### src/design/lsu_pkg.sv
`default_nettype none

package lsu_pkg;

    typedef enum logic [3:0] {
        op_li,
        op_ld_b,
        op_ld_bu,
        op_ld_h,
        op_ld_hu,
        op_ld_w,
        op_st_b,
        op_st_h,
        op_st_w
    } lsu_op_e;

    typedef enum logic [7:0] {
        ec_none = 8'h00,
        ec_ale  = 8'h09  // Address not aligned
    } ecode_e;

    typedef struct packed {
        lsu_op_e     op;
        logic [4:0]  rj;   // Base register
        logic [4:0]  rd;   // Destination, or store data source
        logic [15:0] imm;
        logic [31:0] pc;
    } issue_t;

    typedef struct packed {
        logic [31:0] pc;
        lsu_op_e     op;
        logic        gr_we;
        logic [4:0]  dest;
        logic [31:0] vaddr;
        logic [31:0] rf_wdata; // Immediate for load-immediate
        logic        ex;
        ecode_e      ecode;
    } em_t;

    typedef struct packed {
        logic [31:0] pc;
        logic        gr_we;
        logic [4:0]  dest;
        logic [31:0] wdata;
        logic [31:0] vaddr;
        logic        ex;
        ecode_e      ecode;
    } mw_t;

    typedef struct packed {
        logic [4:0]  valid_dest; // Zero when nothing is written
        logic [31:0] data;
        logic        data_ok;
        logic        ex;
    } fwd_t;

    typedef struct packed {
        logic [31:0] pc;
        logic        gr_we;
        logic [4:0]  dest;
        logic [31:0] wdata;
        logic        ex;
        ecode_e      ecode;
    } retire_t;

    function automatic logic is_load(input lsu_op_e op);
        return op inside {op_ld_b, op_ld_bu, op_ld_h, op_ld_hu, op_ld_w};
    endfunction

    function automatic logic is_store(input lsu_op_e op);
        return op inside {op_st_b, op_st_h, op_st_w};
    endfunction

endpackage

`default_nettype wire

### src/design/wb_stage.sv
`timescale 1ns/1ps
`default_nettype none

module wb_stage (
    input  wire               clk,
    input  wire               rstn,
    input  wire               mw_valid,
    input  wire lsu_pkg::mw_t mw,
    output logic              w_allowin,
    output logic              rf_we,
    output logic [4:0]        rf_waddr,
    output logic [31:0]       rf_wdata,
    output lsu_pkg::fwd_t     w_fwd,
    output logic              retire_valid,
    output lsu_pkg::retire_t  retire,
    output logic              flush
);
    import lsu_pkg::*;

    logic w_valid;
    mw_t  w_mw;

    assign w_allowin = 1'b1; // Never stalls

    always_ff @(posedge clk) begin
        if (!rstn) begin
            w_valid <= 1'b0;
        end else begin
            w_valid <= mw_valid && !flush;
        end
    end

    always_ff @(posedge clk) begin
        if (mw_valid) begin
            w_mw <= mw;
        end
    end

    assign flush    = w_valid && w_mw.ex;
    assign rf_we    = w_valid && w_mw.gr_we && !w_mw.ex;
    assign rf_waddr = w_mw.dest;
    assign rf_wdata = w_mw.wdata;

    always_comb begin
        w_fwd.valid_dest = rf_we ? w_mw.dest : 5'd0;
        w_fwd.data       = w_mw.wdata;
        w_fwd.data_ok    = 1'b1;
        w_fwd.ex         = flush;
    end

    assign retire_valid = w_valid;

    always_comb begin
        retire.pc    = w_mw.pc;
        retire.gr_we = w_mw.gr_we && !w_mw.ex;
        retire.dest  = w_mw.dest;
        retire.wdata = w_mw.wdata;
        retire.ex    = w_mw.ex;
        retire.ecode = w_mw.ecode;
    end

endmodule

`default_nettype wire

### config.mk
export PLATFORM = sky130hd
export DESIGN_NAME = wb_stage
export DESIGN_NICKNAME = d
export VERILOG_FILES = /design/src/design/lsu_pkg.sv /design/src/design/wb_stage.sv
export SDC_FILE = /design/constraint.sdc
export NUM_CORES = 1
export LEC_CHECK = 0
export ABC_AREA = 1
export BUFFER_PORTS_ARGS = -buffer_cell sky130_fd_sc_hd__buf_2
export CAP_MARGIN = 5
export CORE_AREA = 4 4 103 105
export CTS_BUF_LIST = sky130_fd_sc_hd__clkbuf_4 sky130_fd_sc_hd__clkbuf_8 sky130_fd_sc_hd__clkbuf_16
export CTS_CLUSTER_DIAMETER = 200
export DETAILED_ROUTE_END_ITERATION = 10
export DIE_AREA = 0 0 107 109
export GPL_TIMING_DRIVEN = 0
export PLACE_DENSITY = 0.82
export SLEW_MARGIN = 20
export SYNTH_ARGS = -nofsm -noshare
export SYNTH_HDL_FRONTEND = slang
export SYNTH_SLANG_ARGS = --single-unit
### constraint.sdc
create_clock -name clk -period 2.35 [get_ports clk]
set_input_delay 0.3525 -clock clk [delete_from_list [all_inputs] [get_ports clk]]
set_output_delay 0.3525 -clock clk [all_outputs]
set_load 0.01 [all_outputs]
# ---- Word level (Yosys, flattened, before mapping)
# Cells that the tools add are included.
dict set report totals {
  mem_bits_rw 0
  latch_bits 0
  elab_cells 15
  input_bits 114
  register_bits 80
  n_memories 0
  mem_bits_ro 0
}
dict set report op_classes {
  muxes 1
  n_shift 0
  eq_ne 0
  bitwise_logic 0
  magnitude_cmp 0
  n_div 0
  reduce_logical 7
  add_sub_neg 0
  multipliers 0
}
# operator count
set ops {}
lappend ops {{1-bit logical AND} 5}
lappend ops {{5-bit 2-to-1 mux} 1}
lappend ops {{1-bit logical NOT} 2}

# ---- Longest topological paths before layout
# Gate-level depths: netlist of run 1.
dict set report logic_depth {
  ltp_word 3
  mapped_depth 3
  depth_no_buf 3
}

# ---- Worst setup path before layout of run 1
# Ideal clock, no wire load.
dict set report synth_timing {
  path_type {register to output}
  startpoint {register w_mw, in the netlist retire[8]}
  endpoint {output port w_fwd[34] in the netlist's numbering}
  slack_ps 1243
  arrival_time_ps 755
  path_stages_with_launch 4
  path_buffers 0
  cell_sequence {edfxtp_1 -> inv_2 -> nand3_2 -> nor2_1}
}
# item line_no
set synth_rtl {}
lappend synth_rtl {{start, declared} wb_stage.sv:21} ;# mw_t w_mw;
lappend synth_rtl {{start signal, assigned} wb_stage.sv:35} ;# w_mw <= mw;
lappend synth_rtl {{end, declared} wb_stage.sv:13} ;# output lsu_pkg::fwd_t w_fwd,

==> metrics.sh, run 1 <==
OUTCOME='finished, final reports clean'
CTS_INSERTED_BUFFERS=9
RSZ0062_AT_GRT='false'
POWER.IR.VDD_WORST_V=0.000396
WORST_SETUP_HOLD_PATH_CLK_SLEW_PS=90
CORE.ROWCOUNT=36
CRITICAL_PATH.MAX_FANOUT=6
DRT_FIRST_ITER_VIOLATIONS=69
FINAL_CELL_MIX='237 x sky130_fd_sc_hd__buf_2, 151 x sky130_fd_sc_hd__buf_4, 79 x sky130_fd_sc_hd__edfxtp_1'
CRITICAL_PATH.STARTPOINT_TYPE='flip-flop'
POST_SYNTH_FA_HA_MAJ_AREA_FRACTION=0
CELLS_RESIZED_BY_POST_CTS_REPAIR=0
SYNTHESIS.AREA_SQ_MM=0.00360
LAYOUT.CORE_UTILIZATION=0.536
FLOORPLAN.DIE.WIDTH_MICRONS=107
SWSHARE=0.236
DRTANTENNAVIOLNETS=0
CP.ARRIVAL_PS=1260
POSTCTSHOLDBUFS=0
MOST_FREQUENT_STANDARD_CELL_IN_THE_LAYOUT_EXCLUDING_FILL_AND_TAP_CELLS='sky130_fd_sc_hd__buf_2'
ANTENNA_FOUND_INITIAL=0
SYNTH_SEQ_AREA_SHARE=0.665
COMBINATIONAL_FAMILY_WITH_THE_MOST_AREA_AFTER_SYNTHESIS='buffers and inverters'
POST_SYNTH_XOR_AREA_FRACTION=0
CLOCK_LATENCY_PS=330
TOP_LEVEL_PORTS=273
VIAS_PER_CELL=3.78
POWER_DENSITY_mW_PER_MM2=657
COMBPWRFRAC=0.203
NNETSFINAL=615
DRC_ERRORS=0
CRIT-REG2REG-LAUNCH='retire[8]'
INTERNAL_POWER_W=0.00259
TIMING_LIMITED_MAXIMUM_FREQUENCY_GHz=0.620
POSTCTSSETUPBUFFERS=0
CORE_AREA_SQ_MM=0.00964
SYNTHESIZED_AREA_FRACTION_OCCUPIED_BY_AO_OA_AOI_AND_OAI_CELLS=0
FINALWIRELENGTH_MICRONS=7960
CELLLEAKAGEPOWER_nW=2.64
FIN_SETUP_TNS_PS=0
CRITICALPATHCATEGORY='flip-flop to output pin'
FINALHOLDVIOLCOUNT=0
CLOCK_NETWORK_FRACTION_OF_TOTAL_POWER=0.280
IO_BUFFER_COUNT=238
DRTPASS1ITERATIONS=4
ANTENNA_CELLS=0
DIE-AREA_SQ_MM=0.0117
CLOCK_SINKS=80
END_KIND='output pin'
H-TREE-DEPTH=3
AREA_GROWTH_PCT=43.5
NUMBER_OF_SLEW_LIMIT_VIOLATIONS_IN_THE_FINAL_REPORT=0
INITIAL_UTILIZATION=0.373
SYNTH_SIMPLE_GATE_AREA_SHARE=0.0122
FF_TO_FF_SETUP_SLACK_PS=1600
GRT_PASS1_WL_MICRONS=11900
NET-SWITCHING-POWER_W=0.000800
TIMING.CRITICAL_PATH.REQUIRED_PS=2000
PERIOD_NEEDED_PS=1610
GRT_MAX_DEGREE=46
POST_SYNTH_NUM_CELL_TYPES=9
DP.FINAL_HPWL_MICRONS=6540
GRT.OVERFLOW.TOTAL=0
CTS_MAX_PATH_BUFFERS=2
GP_WEIGHTED_CONGESTION=0.689
DR_TOTAL_VIAS=2418
SEQ_POWER_SHARE=0.517
YOSYS-MUX-AREA-FRACTION=0
POST_SYNTH_INST_COUNT=250
SYNTH.AVG_CELL_AREA_SQ_UM=14.4
SYNTH.YOSYS.WARNINGS=0
VIA_COUNT_OF_THE_FIRST_GLOBAL_ROUTING_PASS=2495
POST_ROUTE_CELLS_DRIVE_ABOVE_1_SHARE=0.796
SETUP_VIOL_COUNT_FINAL=0
WORST-R2R-CELL-COUNT=3
MULTI_INPUT_AREA_SQ_UM=51.3
WORSTREG2REGEND='retire_valid'
CLOCK_TREE_FROM_TRITONCTS='done'
GRT_UTIL_ALL_LAYERS=0.132
FINALCLOCKSKEW_PS=0.0689
MIN_PATH_TYPE='input port to flip-flop'
SYNTH.FF_LATCH_COUNT=80
CP-STARTPOINT='retire[8]'
NUM-FILL-CELLS=865
DRT-WIRELENGTH-PER-CELL_MICRONS=12.5
CLOCKROOTBUFFER='sky130_fd_sc_hd__clkbuf_8'
FINALCRITPERIODSHARE=0.686
TIMING.CRITICAL_PATH.TO='w_fwd[35]'
DRV_CAP=0
DIE_HEIGHT_MICRONS=109
SEQ_AREA_SQ_MM=0.00239
## critical path, stage by stage, from the launching register on
cell	delay [ps]
sky130_fd_sc_hd__edfxtp_1	470
sky130_fd_sc_hd__inv_2	80
sky130_fd_sc_hd__nand3_2	120
sky130_fd_sc_hd__nor2_1	120
sky130_fd_sc_hd__buf_2	140
## per-stage QoR
stage,hold slack (ps),instances,total power [W],setup WS [ps],instance area (sq um)
4_1_cts,153,639,0.00345,707,5160
5_1_grt,149,639,0.00356,640,5160
3_3_place_gp,530,622,0.00246,306,4960
6_report,178,639,0.00339,738,5160
3_5_place_dp,531,623,0.00249,907,4980
2_1_floorplan,451,251,0.00216,1240,3600
## layout make-up
| type | instances | share of cell area |
|---|---|---|
| Timing Repair Buffer | 239 | 0.235 |
| Clock buffer | 10 | 0.0254 |
| Tap cell | 133 | 0.0322 |
| Sequential cell | 80 | 0.463 |
| Clock inverter | 6 | 0.00969 |
| Multi-Input combinational cell | 12 | 0.00993 |
| Buffer | 150 | 0.218 |
| Inverter | 9 | 0.00654 |
## registers in the layout, summed over array words and instances, names as in the netlist
register      count
rf_waddr          5
rf_wdata         32
retire           41
w_mw              1
retire_valid      1
## power groups by stage
stage                     Clock, W  Sequential, W  Combinational [W]
after floorplan                  0        0.00177           0.000395
after global placement           0        0.00178           0.000680
after detailed placement         0        0.00179           0.000701
after CTS                 0.000990        0.00175           0.000702
after global routing       0.00105        0.00177           0.000744
final                     0.000950        0.00175           0.000690
## worst min path at each step
stage | startpoint | endpoint | cells after the start
detailed placement | mw[107] | retire[75] | 1
CTS | mw[105] | retire[73] | 1
floorplan | mw[0] | retire[0] | 0
global route | mw[105] | retire[73] | 1
finish | mw[105] | retire[73] | 1
global placement | mw[107] | retire[75] | 1
## cell families (layout without fill, tap and decap cells)
logic type | count (synthesis) | after routing
flip-flops | 80 | 80
buffers and inverters | 159 | 414
other | 1 | 2
AND/OR/NAND/NOR | 10 | 10
## routing by layer
layer  GRT usage  wire length, microns  part of all wire  up-vias
li1            -                     -                 -     1175
met3      0.0420                   768             0.096       12
met1       0.131                  2650              0.33     1102
met2       0.251                  4410              0.55      129
met5           0                     0                 0        -
met4      0.0603                   132             0.017        0
## Yosys cell counts
cell,instances,area (sq um)
sky130_fd_sc_hd__nand2_1,2,7.51
sky130_fd_sc_hd__buf_4,150,1130
sky130_fd_sc_hd__nor2_1,7,26.3
sky130_fd_sc_hd__conb_1,1,3.75
sky130_fd_sc_hd__dfxtp_1,1,20.0
sky130_fd_sc_hd__inv_1,8,30.0
sky130_fd_sc_hd__nand3_2,1,10.0
sky130_fd_sc_hd__inv_2,1,3.75
sky130_fd_sc_hd__edfxtp_1,79,2370
Note: power is estimated with default switching activity, not from simulation.
==> run 2, diff against run 1 <==
Clock period 2.35 ns to 1.59 ns, I/O delays scaled along.
==> metrics.sh, run 2 (synthesis gave the netlist of run 1 again) <==
PERIOD_NEEDED_PS=1500
TIMING.HOLD.WORST_ENDPOINT='retire[72]'
CP.ARRIVAL_PS=1260
TOP_LEVEL_PORTS=273
ANTENNA_FOUND_INITIAL=0
FINALHOLDVIOLCOUNT=0
CLOCKROOTBUFFER='sky130_fd_sc_hd__clkbuf_8'
VIA_COUNT_OF_THE_FIRST_GLOBAL_ROUTING_PASS=2495
DRTANTENNAVIOLNETS=0
DP.FINAL_HPWL_MICRONS=6540
NET-SWITCHING-POWER_W=0.00118
FINALCLOCKSKEW_PS=1.35
AREA_GROWTH_PCT=43.7
CORE_AREA_SQ_MM=0.00964
WHS_PATH_DEPTH=1
IO_BUFFER_COUNT=238
POWER.IR.VDD_WORST_V=0.000586
H-TREE-DEPTH=3
HP-START='mw[104]'
FINAL_CELL_MIX='237 x sky130_fd_sc_hd__buf_2, 152 x sky130_fd_sc_hd__buf_4, 79 x sky130_fd_sc_hd__edfxtp_1'
DRV_CAP=0
SETUP_VIOL_COUNT_FINAL=0
CLOCK_LATENCY_PS=330
GP_WEIGHTED_CONGESTION=0.689
CTS_INSERTED_BUFFERS=9
WORST-R2R-CELL-COUNT=3
SWSHARE=0.235
MOST_FREQUENT_STANDARD_CELL_IN_THE_LAYOUT_EXCLUDING_FILL_AND_TAP_CELLS='sky130_fd_sc_hd__buf_2'
FINALCRITPERIODSHARE=0.943
WORST_SETUP_HOLD_PATH_CLK_SLEW_PS=80
FF_TO_FF_SETUP_SLACK_PS=840
VIAS_PER_CELL=3.76
GRT_PASS1_WL_MICRONS=11900
COMBPWRFRAC=0.204
DRC_ERRORS=0
CRITICAL_PATH.MAX_FANOUT=6
FIN_SETUP_TNS_PS=0
LAYOUT.CORE_UTILIZATION=0.537
CRITICAL_PATH.STARTPOINT_TYPE='flip-flop'
END_KIND='output pin'
DRTPASS1ITERATIONS=4
CRITPATHMAXSTAGEDELAY_PS=470
INTERNAL_POWER_W=0.00383
DIE-AREA_SQ_MM=0.0117
ANTENNA_CELLS=0
CLOCK_TREE_FROM_TRITONCTS='done'
LARGEST_REGISTER_FF_COUNT=41
DRT_FIRST_ITER_VIOLATIONS=83
SEQ_POWER_SHARE=0.517
INITIAL_UTILIZATION=0.373
NNETSFINAL=616
CRIT_SLOWEST_CELL='sky130_fd_sc_hd__edfxtp_1'
POWER_DENSITY_mW_PER_MM2=969
CLOCK_SINKS=80
CRITICALPATHCATEGORY='flip-flop to output pin'
CORE.ROWCOUNT=36
GRT.OVERFLOW.TOTAL=0
POSTCTSHOLDBUFS=0
GRT_MAX_DEGREE=46
WORSTREG2REGEND='retire_valid'
DIE_HEIGHT_MICRONS=109
CELLLEAKAGEPOWER_nW=2.64
CLOCK_NETWORK_FRACTION_OF_TOTAL_POWER=0.279
NUMBER_OF_SLEW_LIMIT_VIOLATIONS_IN_THE_FINAL_REPORT=0
TIMING_LIMITED_MAXIMUM_FREQUENCY_GHz=0.667
FINALWIRELENGTH_MICRONS=7990
CTS_MAX_PATH_BUFFERS=2
WORSTPATHCELLLIST='inv_2, nand3_2, nor2_1, buf_2'
OUTCOME='finished, final reports clean'
DRT-WIRELENGTH-PER-CELL_MICRONS=12.5
DR_TOTAL_VIAS=2407
CRIT-REG2REG-LAUNCH='retire[8]'
TIMING.CRITICAL_PATH.REQUIRED_PS=1350
POST_ROUTE_CELLS_DRIVE_ABOVE_1_SHARE=0.797
GRT_UTIL_ALL_LAYERS=0.132
MIN_PATH_TYPE='input port to flip-flop'
FLOORPLAN.DIE.WIDTH_MICRONS=107
==> run 2: changes by cell type in the layout (fill, tap and decap cells not counted), sizes merged <==
cell	delta
buf	+1
==> run 2: area by class of cell <==
class,instances,area (sq um)
plain buffers,150,1130
clock buffers,10,131
clock inverters,6,50.0
repair buffers,240,1220
multi-input cells,12,51.3
well taps,133,166
fillers,863,4470
flip-flops and latches,80,2390
inverters,9,33.8
==> run 2: layer usage <==
metal  part of all wire  track usage  up-vias
met5                  0            0        -
met4              0.017       0.0603        0
met3              0.096       0.0420       11
met2               0.56        0.251      127
met1               0.33        0.131     1093
li1                   -            -     1176
==> run 2: how the worst max path moves through the flow <==
| stage | start | endpoint | cells past startpoint |
|---|---|---|---|
| after floorplan | retire[8] | w_fwd[34] | 3 |
| after global routing | retire[8] | w_fwd[37] | 4 |
| after CTS | retire[8] | w_fwd[35] | 4 |
| final | retire[8] | w_fwd[35] | 4 |
| after global placement | mw_valid | retire[77] | 1 |
| after detailed placement | mw_valid | retire[77] | 2 |
==> run 2: metrics by stage <==
stage	hold slack, ps	setup WS [ps]	instances	instance area [sq um]	power [W]
6_report	65.7	90.2	640	5170	0.00501
5_1_grt	35.1	-6.53	640	5170	0.00526
4_1_cts	39.2	60.8	639	5160	0.00509
3_5_place_dp	417	261	623	4980	0.00368
3_3_place_gp	416	-340	622	4960	0.00364
2_1_floorplan	337	597	251	3600	0.00320
==> run 2: critical path: cells and delay by family, from the launching register on <==
family	cells	cell delay, ps
buffers and inverters	2	220
flip-flops	1	470
AND/OR/NAND/NOR	2	240
==> run 2: power by group through the flow <==
stage          Sequential (W)  Clock [W]  Combinational [W]
6_report              0.00259    0.00140            0.00102
5_1_grt               0.00261    0.00155            0.00110
4_1_cts               0.00259    0.00146            0.00104
3_5_place_dp          0.00264          0            0.00104
3_3_place_gp          0.00263          0            0.00101
2_1_floorplan         0.00262          0           0.000584
==> run 2: repair_timing <==
item,4_1_cts,5_1_grt
gates resized for setup,0,0
endpoints found under the setup margin,0,1
setup buffers,0,1
endpoints found under the hold margin,0,0
