## src/design/lsu_pkg.sv

```systemverilog
`default_nettype none

package lsu_pkg;

    typedef enum logic [3:0] {
        op_li,
        op_ld_b,
        op_ld_bu,
        op_ld_h,
        op_ld_hu,
        op_ld_w,
        op_st_b,
        op_st_h,
        op_st_w
    } lsu_op_e;

    typedef enum logic [7:0] {
        ec_none = 8'h00,
        ec_ale  = 8'h09  // Address not aligned
    } ecode_e;

    typedef struct packed {
        lsu_op_e     op;
        logic [4:0]  rj;   // Base register
        logic [4:0]  rd;   // Destination, or store data source
        logic [15:0] imm;
        logic [31:0] pc;
    } issue_t;

    typedef struct packed {
        logic [31:0] pc;
        lsu_op_e     op;
        logic        gr_we;
        logic [4:0]  dest;
        logic [31:0] vaddr;
        logic [31:0] rf_wdata; // Immediate for load-immediate
        logic        ex;
        ecode_e      ecode;
    } em_t;

    typedef struct packed {
        logic [31:0] pc;
        logic        gr_we;
        logic [4:0]  dest;
        logic [31:0] wdata;
        logic [31:0] vaddr;
        logic        ex;
        ecode_e      ecode;
    } mw_t;

    typedef struct packed {
        logic [4:0]  valid_dest; // Zero when nothing is written
        logic [31:0] data;
        logic        data_ok;
        logic        ex;
    } fwd_t;

    typedef struct packed {
        logic [31:0] pc;
        logic        gr_we;
        logic [4:0]  dest;
        logic [31:0] wdata;
        logic        ex;
        ecode_e      ecode;
    } retire_t;

    function automatic logic is_load(input lsu_op_e op);
        return op inside {op_ld_b, op_ld_bu, op_ld_h, op_ld_hu, op_ld_w};
    endfunction

    function automatic logic is_store(input lsu_op_e op);
        return op inside {op_st_b, op_st_h, op_st_w};
    endfunction

endpackage

`default_nettype wire

```

## src/design/mem_stage.sv

```systemverilog
`timescale 1ns/1ps
`default_nettype none

module mem_stage (
    input  wire                clk,
    input  wire                rstn,
    input  wire                flush,
    input  wire                em_valid,
    input  wire lsu_pkg::em_t  em,
    output logic               m_allowin,
    input  wire                data_data_ok,
    input  wire [31:0]         data_rdata,
    input  wire                w_allowin,
    output logic               mw_valid,
    output lsu_pkg::mw_t       mw,
    output lsu_pkg::fwd_t      m_fwd
);
    import lsu_pkg::*;

    logic        m_valid;
    em_t         m_em;
    logic        m_load;
    logic        m_ready_go;
    logic        m_hold_ok;
    logic [31:0] m_hold_data;
    logic [31:0] raw;
    logic [31:0] shifted;
    logic [31:0] ld_result;
    logic [31:0] final_result;

    assign m_load     = m_valid && is_load(m_em.op) && !m_em.ex;
    assign m_ready_go = !m_load || m_hold_ok || data_data_ok;
    assign m_allowin  = !m_valid || (m_ready_go && w_allowin);
    assign mw_valid   = m_valid && m_ready_go;

    always_ff @(posedge clk) begin
        if (!rstn) begin
            m_valid <= 1'b0;
        end else if (flush) begin
            m_valid <= 1'b0;
        end else if (m_allowin) begin
            m_valid <= em_valid;
        end
    end

    always_ff @(posedge clk) begin
        if (em_valid && m_allowin) begin
            m_em <= em;
        end
    end

    // Keeps the one-cycle read data if writeback is not taking the op
    always_ff @(posedge clk) begin
        if (!rstn) begin
            m_hold_ok <= 1'b0;
        end else if (flush || m_allowin) begin
            m_hold_ok <= 1'b0;
        end else if (data_data_ok) begin
            m_hold_ok <= 1'b1;
        end
    end

    always_ff @(posedge clk) begin
        if (data_data_ok && !m_hold_ok) begin
            m_hold_data <= data_rdata;
        end
    end

    assign raw     = m_hold_ok ? m_hold_data : data_rdata;
    assign shifted = raw >> {m_em.vaddr[1:0], 3'b000};

    always_comb begin
        case (m_em.op)
            op_ld_b:  ld_result = {{24{shifted[7]}}, shifted[7:0]};
            op_ld_bu: ld_result = {24'd0, shifted[7:0]};
            op_ld_h:  ld_result = {{16{shifted[15]}}, shifted[15:0]};
            op_ld_hu: ld_result = {16'd0, shifted[15:0]};
            default:  ld_result = shifted;
        endcase
    end

    assign final_result = m_load ? ld_result : m_em.rf_wdata;

    always_comb begin
        mw.pc    = m_em.pc;
        mw.gr_we = m_em.gr_we;
        mw.dest  = m_em.dest;
        mw.wdata = final_result;
        mw.vaddr = m_em.vaddr;
        mw.ex    = m_em.ex;
        mw.ecode = m_em.ecode;
    end

    always_comb begin
        m_fwd.valid_dest = (m_valid && m_em.gr_we && !m_em.ex) ? m_em.dest : 5'd0;
        m_fwd.data       = final_result;
        m_fwd.data_ok    = m_ready_go;
        m_fwd.ex         = m_valid && m_em.ex;
    end

endmodule

`default_nettype wire

```

## config.mk

```make
export PLATFORM = sky130hd
export DESIGN_NAME = mem_stage
export DESIGN_NICKNAME = d
export VERILOG_FILES = /design/src/design/lsu_pkg.sv /design/src/design/mem_stage.sv
export SDC_FILE = /design/constraint.sdc
export NUM_CORES = 1
export LEC_CHECK = 0
export ABC_AREA = 0
export BUFFER_PORTS_ARGS = -buffer_cell sky130_fd_sc_hd__buf_4
export CORE_ASPECT_RATIO = 0.5
export CORE_MARGIN = 2
export CORE_UTILIZATION = 52
export CTS_CLUSTER_DIAMETER = 50
export DETAILED_ROUTE_END_ITERATION = 7
export GPL_TIMING_DRIVEN = 0
export PLACE_DENSITY_LB_ADDON = 0.12
export SLEW_MARGIN = 20
export SYNTH_ARGS = -nofsm -noshare
export SYNTH_HDL_FRONTEND = slang
export SYNTH_SLANG_ARGS = --single-unit
```

## constraint.sdc

```tcl
create_clock -name clk -period 8.5 [get_ports clk]
set_input_delay 1.7 -clock clk [delete_from_list [all_inputs] [get_ports clk]]
set_output_delay 1.7 -clock clk [all_outputs]
set_load 0.05 [all_outputs]
```

Word-level counts from Yosys, hierarchy flattened
Index checks and enable logic that the tools add are counted.
Operators by class
  eq/ne operators: 5
  shifts and indexed selects: 1
  muxes and demuxes: 4
  bitwise gates (word level): 1
  reduce and logical (&&, ||, !) cells: 20
Operator list (number)
  $pmux 32 s4: 1
  $mux 32: 2
  $shr 32x5->32: 1
  $logic_and 1x1->1: 9
  $eq 4x2->1 const B: 2
  $eq 4x3->1 const B: 2
  $mux 5: 1
  $reduce_bool 5->1: 1
  $eq 4x1->1 const B: 1
  $logic_not 1->1: 4
  $logic_or 1x1->1: 4
  $reduce_or 2->1: 2
  $not 1->1: 1
Word-level totals
  register bits after elaboration: 149
  input port bits: 153
  output and inout bits: 152
  logic and storage cells: 42

Depth between registers and ports, before layout
Gate-level depths: netlist (run 1).
  word-level depth: 11
  depth in mapped cells: 7
  mapped depth without buffers: 4

Worst setup path after synthesis (run 1)
Ideal clock, no wire load.
  kind: input-to-reg
  start: input port data_data_ok
  end: register m_em[10] (netlist bit) (enable)
  setup time: 0.487 ns
  data arrival time: 4.900 ns
  required time: 8.013 ns
  slack: 3.114 ns
  stages: 4
  path buffers: 0
  cell sequence: nor2_1 > nand4_1 > a21bo_2 > and2_1
Between the ends
  cells in the longest elaborated chain, start to end: 4
Ends and longest elaborated chain
  from (decl): line mem_stage.sv:11  | input wire data_data_ok,
  $logic_or 1x1->1: line mem_stage.sv:32  | assign m_ready_go = !m_load || m_hold_ok || data_data_ok;
  via m_ready_go: line mem_stage.sv:23  | logic m_ready_go;
  $logic_and 1x1->1: line mem_stage.sv:33  | assign m_allowin = !m_valid || (m_ready_go && w_allowin);
  $logic_or 1x1->1: line mem_stage.sv:33
  via m_allowin: line mem_stage.sv:10  | output logic m_allowin,
  $logic_and 1x1->1: line mem_stage.sv:47  | if (em_valid && m_allowin) begin
  to (signal assigned): line mem_stage.sv:48  | m_em <= em;
  to (decl): line mem_stage.sv:21  | em_t m_em;
The timed path passes the listed nets, and every way through them passes these cells.
A chain may end at the register's enable or synchronous reset.

==> results.cfg, run 1 <==
[placed_design]
finalWeightedCongestion = 0.800
dp.final_hpwl_um = 13600
number_of_i_o_port_buffers = 304

[logic_synthesis]
yosys_most_used_dff = edfxtp_1
netlist_area_mm2 = 0.00696
postSynthRegisterBits = 149
ys_types = 44
syn_avg_cell_area_um2 = 14.9
postSynthNetCount = 621
yosysWarningCount = 0
post_synth_inst_count = 468
share_of_the_synthesized_area_in_the_top_cell_type = 0.634
synthArstFlopShare = 0
yosysTopAreaCell = edfxtp_1
synth.top_cells.by_area = edfxtp_1 (63%), buf_4 (12%), mux4_2 (5.8%)
synth.yosys.seq_area_share = 0.640
synth-edff-count = 147

[critical_path]
critical_path_arrival_ns = 3.56
cpMostUsedCell = buf_4
max_stage_delay_ns = 0.44
cp_num_buf_inv = 4
cp_slowest_cell = mux4_2
cp_top_family = buffers and inverters
path_cells = buf_4, mux4_2, a22o_1, nand4_1, buf_4, a31oi_2, buf_4, buf_4
timing.critical_path.fanout_max = 10
worst-endpoint-required_ns = 6.80
critical_path_class = input port to output port
start_kind = input port
timing.critical_path.to_type = output port

[routing]
avgViaCountPerCell = 5.03
route.vias.total = 4913
detailed_route_drc_error_count = 0
drt_wl_total_um = 17900
detail-route-antenna-nets = 0
firstDrtPassIters = 5
post_drt_wl_per_cell_um = 18.4
detailedRoute.firstIterationViolations = 374

[power]
pwr_density_cell_mw_per_mm2 = 199
leak_pwr_uw = 0.00432
max-vdd-ir-drop_mv = 0.131

[die]
io_pins = 305
floorplan.initialDensity = 0.541
rows = 29
dieArea_mm2 = 0.0144
die_x_um = 168
chipHeight_um = 85.8
coreArea_mm2 = 0.0129

[finish]
final_core_utilization = 0.783
antennaDiodeCount = 0
final_layout_size_suffix_gt1_frac = 0.649
most_common_library_cell_in_the_layout_ignoring_fill_and_taps = buf_4
n_fill_cell = 854
area.growth.synth_to_final_pct = 44.9
final_net_count = 947
layout_common_cells = buf_4 (419), edfxtp_1 (147), nor2_1 (34), nand2_1 (32), mux4_2 (18)

[clock_tree]
cts_tree = yes
clk_transition_reported_paths_ns = 0.06
numCtsBuffers = 17
clock_insertion_delay_worst_skew_ns = 0.42
post_cts_resized = 0
postCtsSetupBuffers = 0
cts.path.max_buffers = 2
cts_h_tree_depth = 4
total_of_hold_buffers_inserted_after_clock_tree_synthesis = 0
clock_sinks = 149
root_buffer = clkbuf_16

[sta]
max_slew_violation_count = 0
max_freq_mhz = 190
timing.max_slew.rel_slack = 0.520
finalCriticalPeriod_ns = 5.26
grt_setup_unrepaired = no
period_share = 0.618
worst_slew_pin_slew_ns = 0.716
finalClockSkew_ns = 0.0108
finalHoldViolations = 0
final.setup.tns_ns = 0
finalSetupViolCount = 0

[global_routing]
globalRouteTotalUtil = 0.254
grt_pass1_vias = 5004
grt_start_max_net_pins = 45
gr-total-overflow = 0
grt_first_pass_wirelength_um = 27000
antenna_found_initial = 0

[flow_run]
drv.max_cap_violation_count = 0

[worst_hold_path]
timing.hold.worst.class = flip-flop to flip-flop

[status]
result_of_the_run = complete, no violations
-- flip-flops by register name (all words and copies together), names as in the netlist --
signal / cells
m_valid: 1
mw: 79
m_hold_data: 32
m_em: 36
m_hold_ok: 1
-- cell usage after synthesis, types with 2 or more instances --
cell type,n
mux2_1,6
edfxtp_1,147
buf_6,4
a22o_1,2
inv_1,2
buf_4,115
mux4_2,18
or2_2,5
buf_2,3
buf_1,2
a31oi_1,12
mux2_2,13
a21oi_2,8
nor2b_1,2
nand2_1,32
dfxtp_1,2
nand2b_1,3
nor2_1,34
nand4_1,2
or2_1,2
mux2i_1,2
and2_1,9
nor3_1,3
clkbuf_1,3
a22oi_1,7
a31oi_2,12
-- layer usage --
layer | wire (um) | up-vias | GRT usage | part of all wire
met5 | 0 | - | 0 | 0
met4 | 317 | 0 | 0.0767 | 0.018
met3 | 1590 | 26 | 0.0988 | 0.089
met2 | 9530 | 244 | 0.455 | 0.53
met1 | 6500 | 2360 | 0.286 | 0.36
li1 | - | 2283 | - | -
-- area by class of cell --
type                            instances  area [um^2]  share of cell area
Buffer                                127          942              0.0934
Clock buffer                           17          425              0.0422
Clock inverter                         14          138              0.0136
Inverter                                4         15.0             0.00149
Multi-Input combinational cell        188         1560               0.155
Sequential cell                       149         4450               0.441
Tap cell                              170          213              0.0211
Timing Repair Buffer                  307         2340               0.232
-- worst reg2reg max path, stage by stage (launching register included) --
cell and delay, ns:
dfxtp_1 0.39, buf_4 0.22, buf_4 0.25, buf_6 0.21, nor2_1 0.09, nand4_1 0.13, a21bo_2 0.18, and2_4 0.46
buf_12 0.32
-- path summary, 6_finish.rpt --
check             cells past startpoint   endpoint  slack (ns)           start
hold / removal                        2  m_hold_ok        0.67         m_valid
setup / recovery                      8     mw[64]        3.24  data_rdata[31]
hold reg to reg                       2  m_hold_ok        0.67         m_valid
setup reg to reg                      8     mw[23]        5.90       m_hold_ok
-- metrics by stage --
step	setup slack (ns)	instance area, um^2	power, uW	hold WS (ns)	instances
after global placement	2.10	9460	1290	0.660	942
after floorplan	3.11	6960	1150	0.806	468
after detailed placement	3.28	9530	1300	0.665	945
after CTS	3.27	10100	2010	0.673	976
final	3.24	10100	2000	0.669	976
after global routing	3.15	10100	2070	0.712	976
-- cell families (layout without fill, tap and decap cells) --
logic type	count (synthesis)	in the layout	share of synthesized area
buffers and inverters	131	469	0.137
and+or+nand+nor	98	98	0.0650
muxes	39	39	0.0918
xor gates and xnor gates	1	1	0.00126
DFF	149	149	0.640
AOI/OAI and AO/OA	50	50	0.0647
-- where the power goes --
part	switching, uW	internal [uW]	leakage [uW]
registers	14.8	857	0.00145
clock network	333	387	0.000272
logic	246	166	0.00260
Note: power is estimated with default switching activity, not from simulation.
==> run 2, diff against run 1 <==
- CORE_UTILIZATION: 52 -> 43
- clock period: 8.5 -> 4.8 ns (I/O delays scaled with it)
==> run 2 against run 1 <==
Routed wire length rose by 1.3%. Sequential cell count did not move. Setup slack got worse by 2.4 ns. Critical endpoint is now mw[44].
==> results.cfg, run 2 (same netlist as run 1, synthesis figures left out) <==
[status]
result_of_the_run = complete, no violations

[finish]
finish.instance_area_mm2 = 0.0102
final_core_utilization = 0.652
area.growth.synth_to_final_pct = 46.3
final_layout_size_suffix_gt1_frac = 0.647
antennaDiodeCount = 0
final_net_count = 947
n_fill_cell = 1207
most_common_library_cell_in_the_layout_ignoring_fill_and_taps = buf_4
layout_common_cells = buf_4 (419), edfxtp_1 (147), nor2_1 (34), nand2_1 (32), mux4_2 (18)
largest_register_ff_count = 79

[critical_path]
ff2ff_path_depth = 8
start_kind = flip-flop
critical_path_arrival_ns = 3.01
worst-endpoint-required_ns = 3.84
timing.critical_path.fanout_max = 10
timing.critical_path.to_type = output port
cp_top_family = buffers and inverters
max_stage_delay_ns = 0.49
critical_path_class = flip-flop to output port
worst-path-stages = 7
cp_slowest_cell = edfxtp_1
cp_num_buf_inv = 4
path_cells = nor3b_1, and3_1, buf_2, buf_1, a31oi_1, buf_4, buf_4
cpMostUsedCell = buf_4
timing.reg2reg.setup_slack_ns = 2.29

[sta]
finalSetupViolCount = 0
worst_slew_pin_slew_ns = 0.738
grt_setup_unrepaired = no
finalCriticalPeriod_ns = 3.97
max_slew_violation_count = 0
period_share = 0.827
finalClockSkew_ns = 0.00899
finalHoldViolations = 0
timing.max_slew.rel_slack = 0.506
max_freq_mhz = 252

[power]
sw_frac_of_total = 0.284
max-vdd-ir-drop_mv = 0.262
power.internal_uw = 2600
pwr_density_cell_mw_per_mm2 = 356
p_switching_uw = 1030
clock_power_share = 0.373
combinationalPowerShare = 0.202
pwr-share-seq = 0.425
leak_pwr_uw = 0.00434

[worst_hold_path]
hold_path_depth = 2
timing.hold.worst.class = flip-flop to flip-flop

[clock_tree]
cts.path.max_buffers = 2
cts_tree = yes
clock_sinks = 149
numCtsBuffers = 17
cts_h_tree_depth = 4
total_of_hold_buffers_inserted_after_clock_tree_synthesis = 0
root_buffer = clkbuf_16
post_cts_resized = 0
postCtsSetupBuffers = 0
clk_transition_reported_paths_ns = 0.06
clock_insertion_delay_worst_skew_ns = 0.42

[global_routing]
antenna_found_initial = 0
grt_pass1_vias = 4961
globalRouteTotalUtil = 0.215
gr-total-overflow = 0
grt_first_pass_wirelength_um = 27100
grt_start_max_net_pins = 50

[flow_run]
drv.max_cap_violation_count = 0

[die]
io_pins = 305
floorplan.initialDensity = 0.446
rows = 32
dieArea_mm2 = 0.0173
chipHeight_um = 94.0
coreArea_mm2 = 0.0156
die_x_um = 184

[placed_design]
number_of_i_o_port_buffers = 304
dp.final_hpwl_um = 14000
placement.cell_area_mm2 = 0.00959
finalWeightedCongestion = 0.786

[routing]
avgViaCountPerCell = 4.75
detailed_route_drc_error_count = 0
post_drt_wl_per_cell_um = 18.0
drt_wl_total_um = 18200
route.vias.total = 4802
firstDrtPassIters = 4
detail-route-antenna-nets = 0
detailedRoute.firstIterationViolations = 311
## run 2: changes by cell type in the layout (fill, tap and decap cells not counted), sizes merged
cell    change
bufinv      +2
inv         -2
clkbuf      +1
## run 2: area by class of cell
class,count,area [um^2],share of cell area
Clock inverter,14,165,0.0162
Tap cell,204,255,0.0251
Multi-Input combinational cell,188,1560,0.153
Buffer,127,942,0.0925
Clock buffer,18,429,0.0421
Inverter,4,15.0,0.00147
Timing Repair Buffer,307,2360,0.232
Sequential cell,149,4450,0.437
## run 2: per-stage QoR
stage               total power [uW]  setup WS, ns  TNS [ns]  hold slack (ns)  std cells
finish                          3630         0.828         0            0.669       1011
global placement                2290         -1.02   -116.18            0.646        976
floorplan                       2040         0.154         0            0.806        468
CTS                             3660         0.781         0            0.683       1011
detailed placement              2300          1.02         0            0.671        979
global route                    3760         0.638         0            0.684       1011
## run 2: per-layer routing
metal,vias up,global-route usage,routed length (um)
met3,20,0.0841,1530
li1,2285,-,-
met1,2308,0.251,7100
met5,-,0,0
met4,0,0.0573,226
met2,189,0.372,9320
## run 2: worst paths after layout
check | end | start
min | m_hold_ok | m_valid
min reg2reg | m_hold_ok | m_valid
max | mw[44] | m_em[82]
max reg2reg | m_em[39] | m_hold_ok
## run 2: worst min-delay path, stage by stage (launching register included)
cell     delay [ns]
dfxtp_1        0.33
a21bo_2        0.24
nor3_1         0.05
## run 2: power by group through the flow
stage | Sequential, uW | Combinational [uW] | Clock [uW]
floorplan | 1570 | 468 | 0
CTS | 1540 | 736 | 1380
global route | 1550 | 766 | 1440
global placement | 1580 | 717 | 0
detailed placement | 1570 | 733 | 0
finish | 1540 | 731 | 1350
==> run 3, diff against run 2 <==
- CORE_UTILIZATION: 43 -> 48
- clock period: 4.8 -> 4.1 ns (I/O delays scaled with it)
==> run 3 against run 2 <==
Global-route usage up 0.24 points. Critical path depth up 1. Clock skew up 0.0039 ns. Routed wire length down 6.0%. Sequential share of layout area up 0.31 points. Critical endpoint is now mw[71]. Largest power group unchanged.
==> results.cfg, run 3 (same netlist as run 1, synthesis figures left out) <==
[status]
result_of_the_run = complete, no violations

[routing]
post_drt_wl_per_cell_um = 17.0
avgViaCountPerCell = 4.75
firstDrtPassIters = 5
drt_wl_total_um = 17100
detail-route-antenna-nets = 0
detailedRoute.firstIterationViolations = 293
route.vias.total = 4769
detailed_route_drc_error_count = 0

[die]
chipHeight_um = 89.2
die_x_um = 174
io_pins = 305
coreArea_mm2 = 0.0143
dieArea_mm2 = 0.0155
rows = 31
floorplan.initialDensity = 0.486

[critical_path]
path_cells = nor3b_1, and3_1, buf_2, clkbuf_1, nor2_1, a31oi_2, buf_4, buf_4
cp_top_family = buffers and inverters
max_stage_delay_ns = 0.48
start_kind = flip-flop
ff2ff_path_depth = 9
cp_num_buf_inv = 4
timing.critical_path.to_type = output port
critical_path_class = flip-flop to output port
worst-path-stages = 8
timing.critical_path.fanout_max = 10
critical_path_arrival_ns = 2.98
cpMostUsedCell = buf_4
worst-endpoint-required_ns = 3.28
cp_slowest_cell = edfxtp_1

[worst_hold_path]
hold_path_depth = 1
timing.hold.worst.class = input port to flip-flop

[clock_tree]
cts_tree = yes
clock_sinks = 149
postCtsSetupBuffers = 0
post_cts_resized = 0
cts.path.max_buffers = 2
clock_insertion_delay_worst_skew_ns = 0.42
root_buffer = clkbuf_16
numCtsBuffers = 17
total_of_hold_buffers_inserted_after_clock_tree_synthesis = 0
cts_h_tree_depth = 4
clk_transition_reported_paths_ns = 0.07

[finish]
layout_common_cells = buf_4 (419), edfxtp_1 (147), nor2_1 (34), nand2_1 (32), mux4_2 (18)
final_layout_size_suffix_gt1_frac = 0.647
area.growth.synth_to_final_pct = 45.3
final_core_utilization = 0.707
final_net_count = 947
most_common_library_cell_in_the_layout_ignoring_fill_and_taps = buf_4
antennaDiodeCount = 0
final_non_filler_cell_total = 1005
largest_register_ff_count = 79

[sta]
period_share = 0.926
finalClockSkew_ns = 0.0129
max_slew_violation_count = 0
finalCriticalPeriod_ns = 3.80
timing.max_slew.rel_slack = 0.516
finalSetupViolCount = 0
final.setup.tns_ns = 0
grt_setup_unrepaired = no
worst_slew_pin_slew_ns = 0.722
finalHoldViolations = 0
max_freq_mhz = 263
post-route-worst-setup-slack_ns = 0.303

[power]
p_switching_uw = 1200
max-vdd-ir-drop_mv = 0.358
power.internal_uw = 2910
power_uw = 4110
sw_frac_of_total = 0.291
pwr-share-seq = 0.439
pwr_density_cell_mw_per_mm2 = 406
leak_pwr_uw = 0.00432
clock_power_share = 0.354
combinationalPowerShare = 0.207

[global_routing]
antenna_found_initial = 0
grt_first_pass_wirelength_um = 24900
gr-total-overflow = 0
grt_start_max_net_pins = 53
grt_pass1_vias = 4793
globalRouteTotalUtil = 0.217

[flow_run]
drv.max_cap_violation_count = 0

[placed_design]
dp.final_hpwl_um = 13100
place.detailed.instances = 973
dpl_worst_slack_ns = 0.617
finalWeightedCongestion = 0.791
number_of_i_o_port_buffers = 304
-- run 3: worst register-to-register path: stages, from the launching register on --
cell and delay [ns]:
dfxtp_1 0.38, buf_4 0.22, buf_4 0.24, buf_6 0.21, nor2_1 0.09, nand4_1 0.15, a21bo_2 0.23, and2_4 0.47
buf_12 0.28, buf_16 0.29
-- run 3: stage by stage --
step | hold slack, ns | area, um^2
final | 0.572 | 10100
after global routing | 0.546 | 10100
after CTS | 0.553 | 10100
after detailed placement | 0.740 | 9570
after global placement | 0.742 | 9490
after floorplan | 0.806 | 6960
-- run 3: final cells by class --
cell class / instances / area [um^2]
tap: 198 / 248
clock buffer: 18 / 429
multi-input combinational: 188 / 1560
sequential: 149 / 4450
timing repair buffer: 307 / 2350
inverter: 4 / 15.0
clock inverter: 14 / 116
buffer: 127 / 942
fill: 1052 / 4200
-- run 3: per-layer routing --
| layer | vias to the layer above | GRT usage | part of all wire |
|---|---|---|---|
| met2 | 180 | 0.390 | 0.53 |
| met5 | - | 0 | 0 |
| met1 | 2297 | 0.245 | 0.37 |
| met4 | 0 | 0.0703 | 0.013 |
| met3 | 16 | 0.0833 | 0.086 |
| li1 | 2276 | - | - |
-- run 3: power by group through the flow --
| stage | logic [uW] | registers [uW] | clock network, uW |
|---|---|---|---|
| finish | 849 | 1810 | 1450 |
| global route | 892 | 1810 | 1550 |
| CTS | 855 | 1810 | 1490 |
| detailed placement | 852 | 1840 | 0 |
| global placement | 832 | 1840 | 0 |
| floorplan | 548 | 1830 | 0 |
-- run 3: worst paths after layout --
| path | start | to | slack [ns] |
|---|---|---|---|
| worst max-delay path | m_em[82] | mw[71] | 0.30 |
| worst min-delay path | em[69] | mw[37] | 0.57 |
| worst max register to register | m_hold_ok | m_em[29] | 1.19 |
| worst min register to register | m_valid | m_valid | 0.74 |
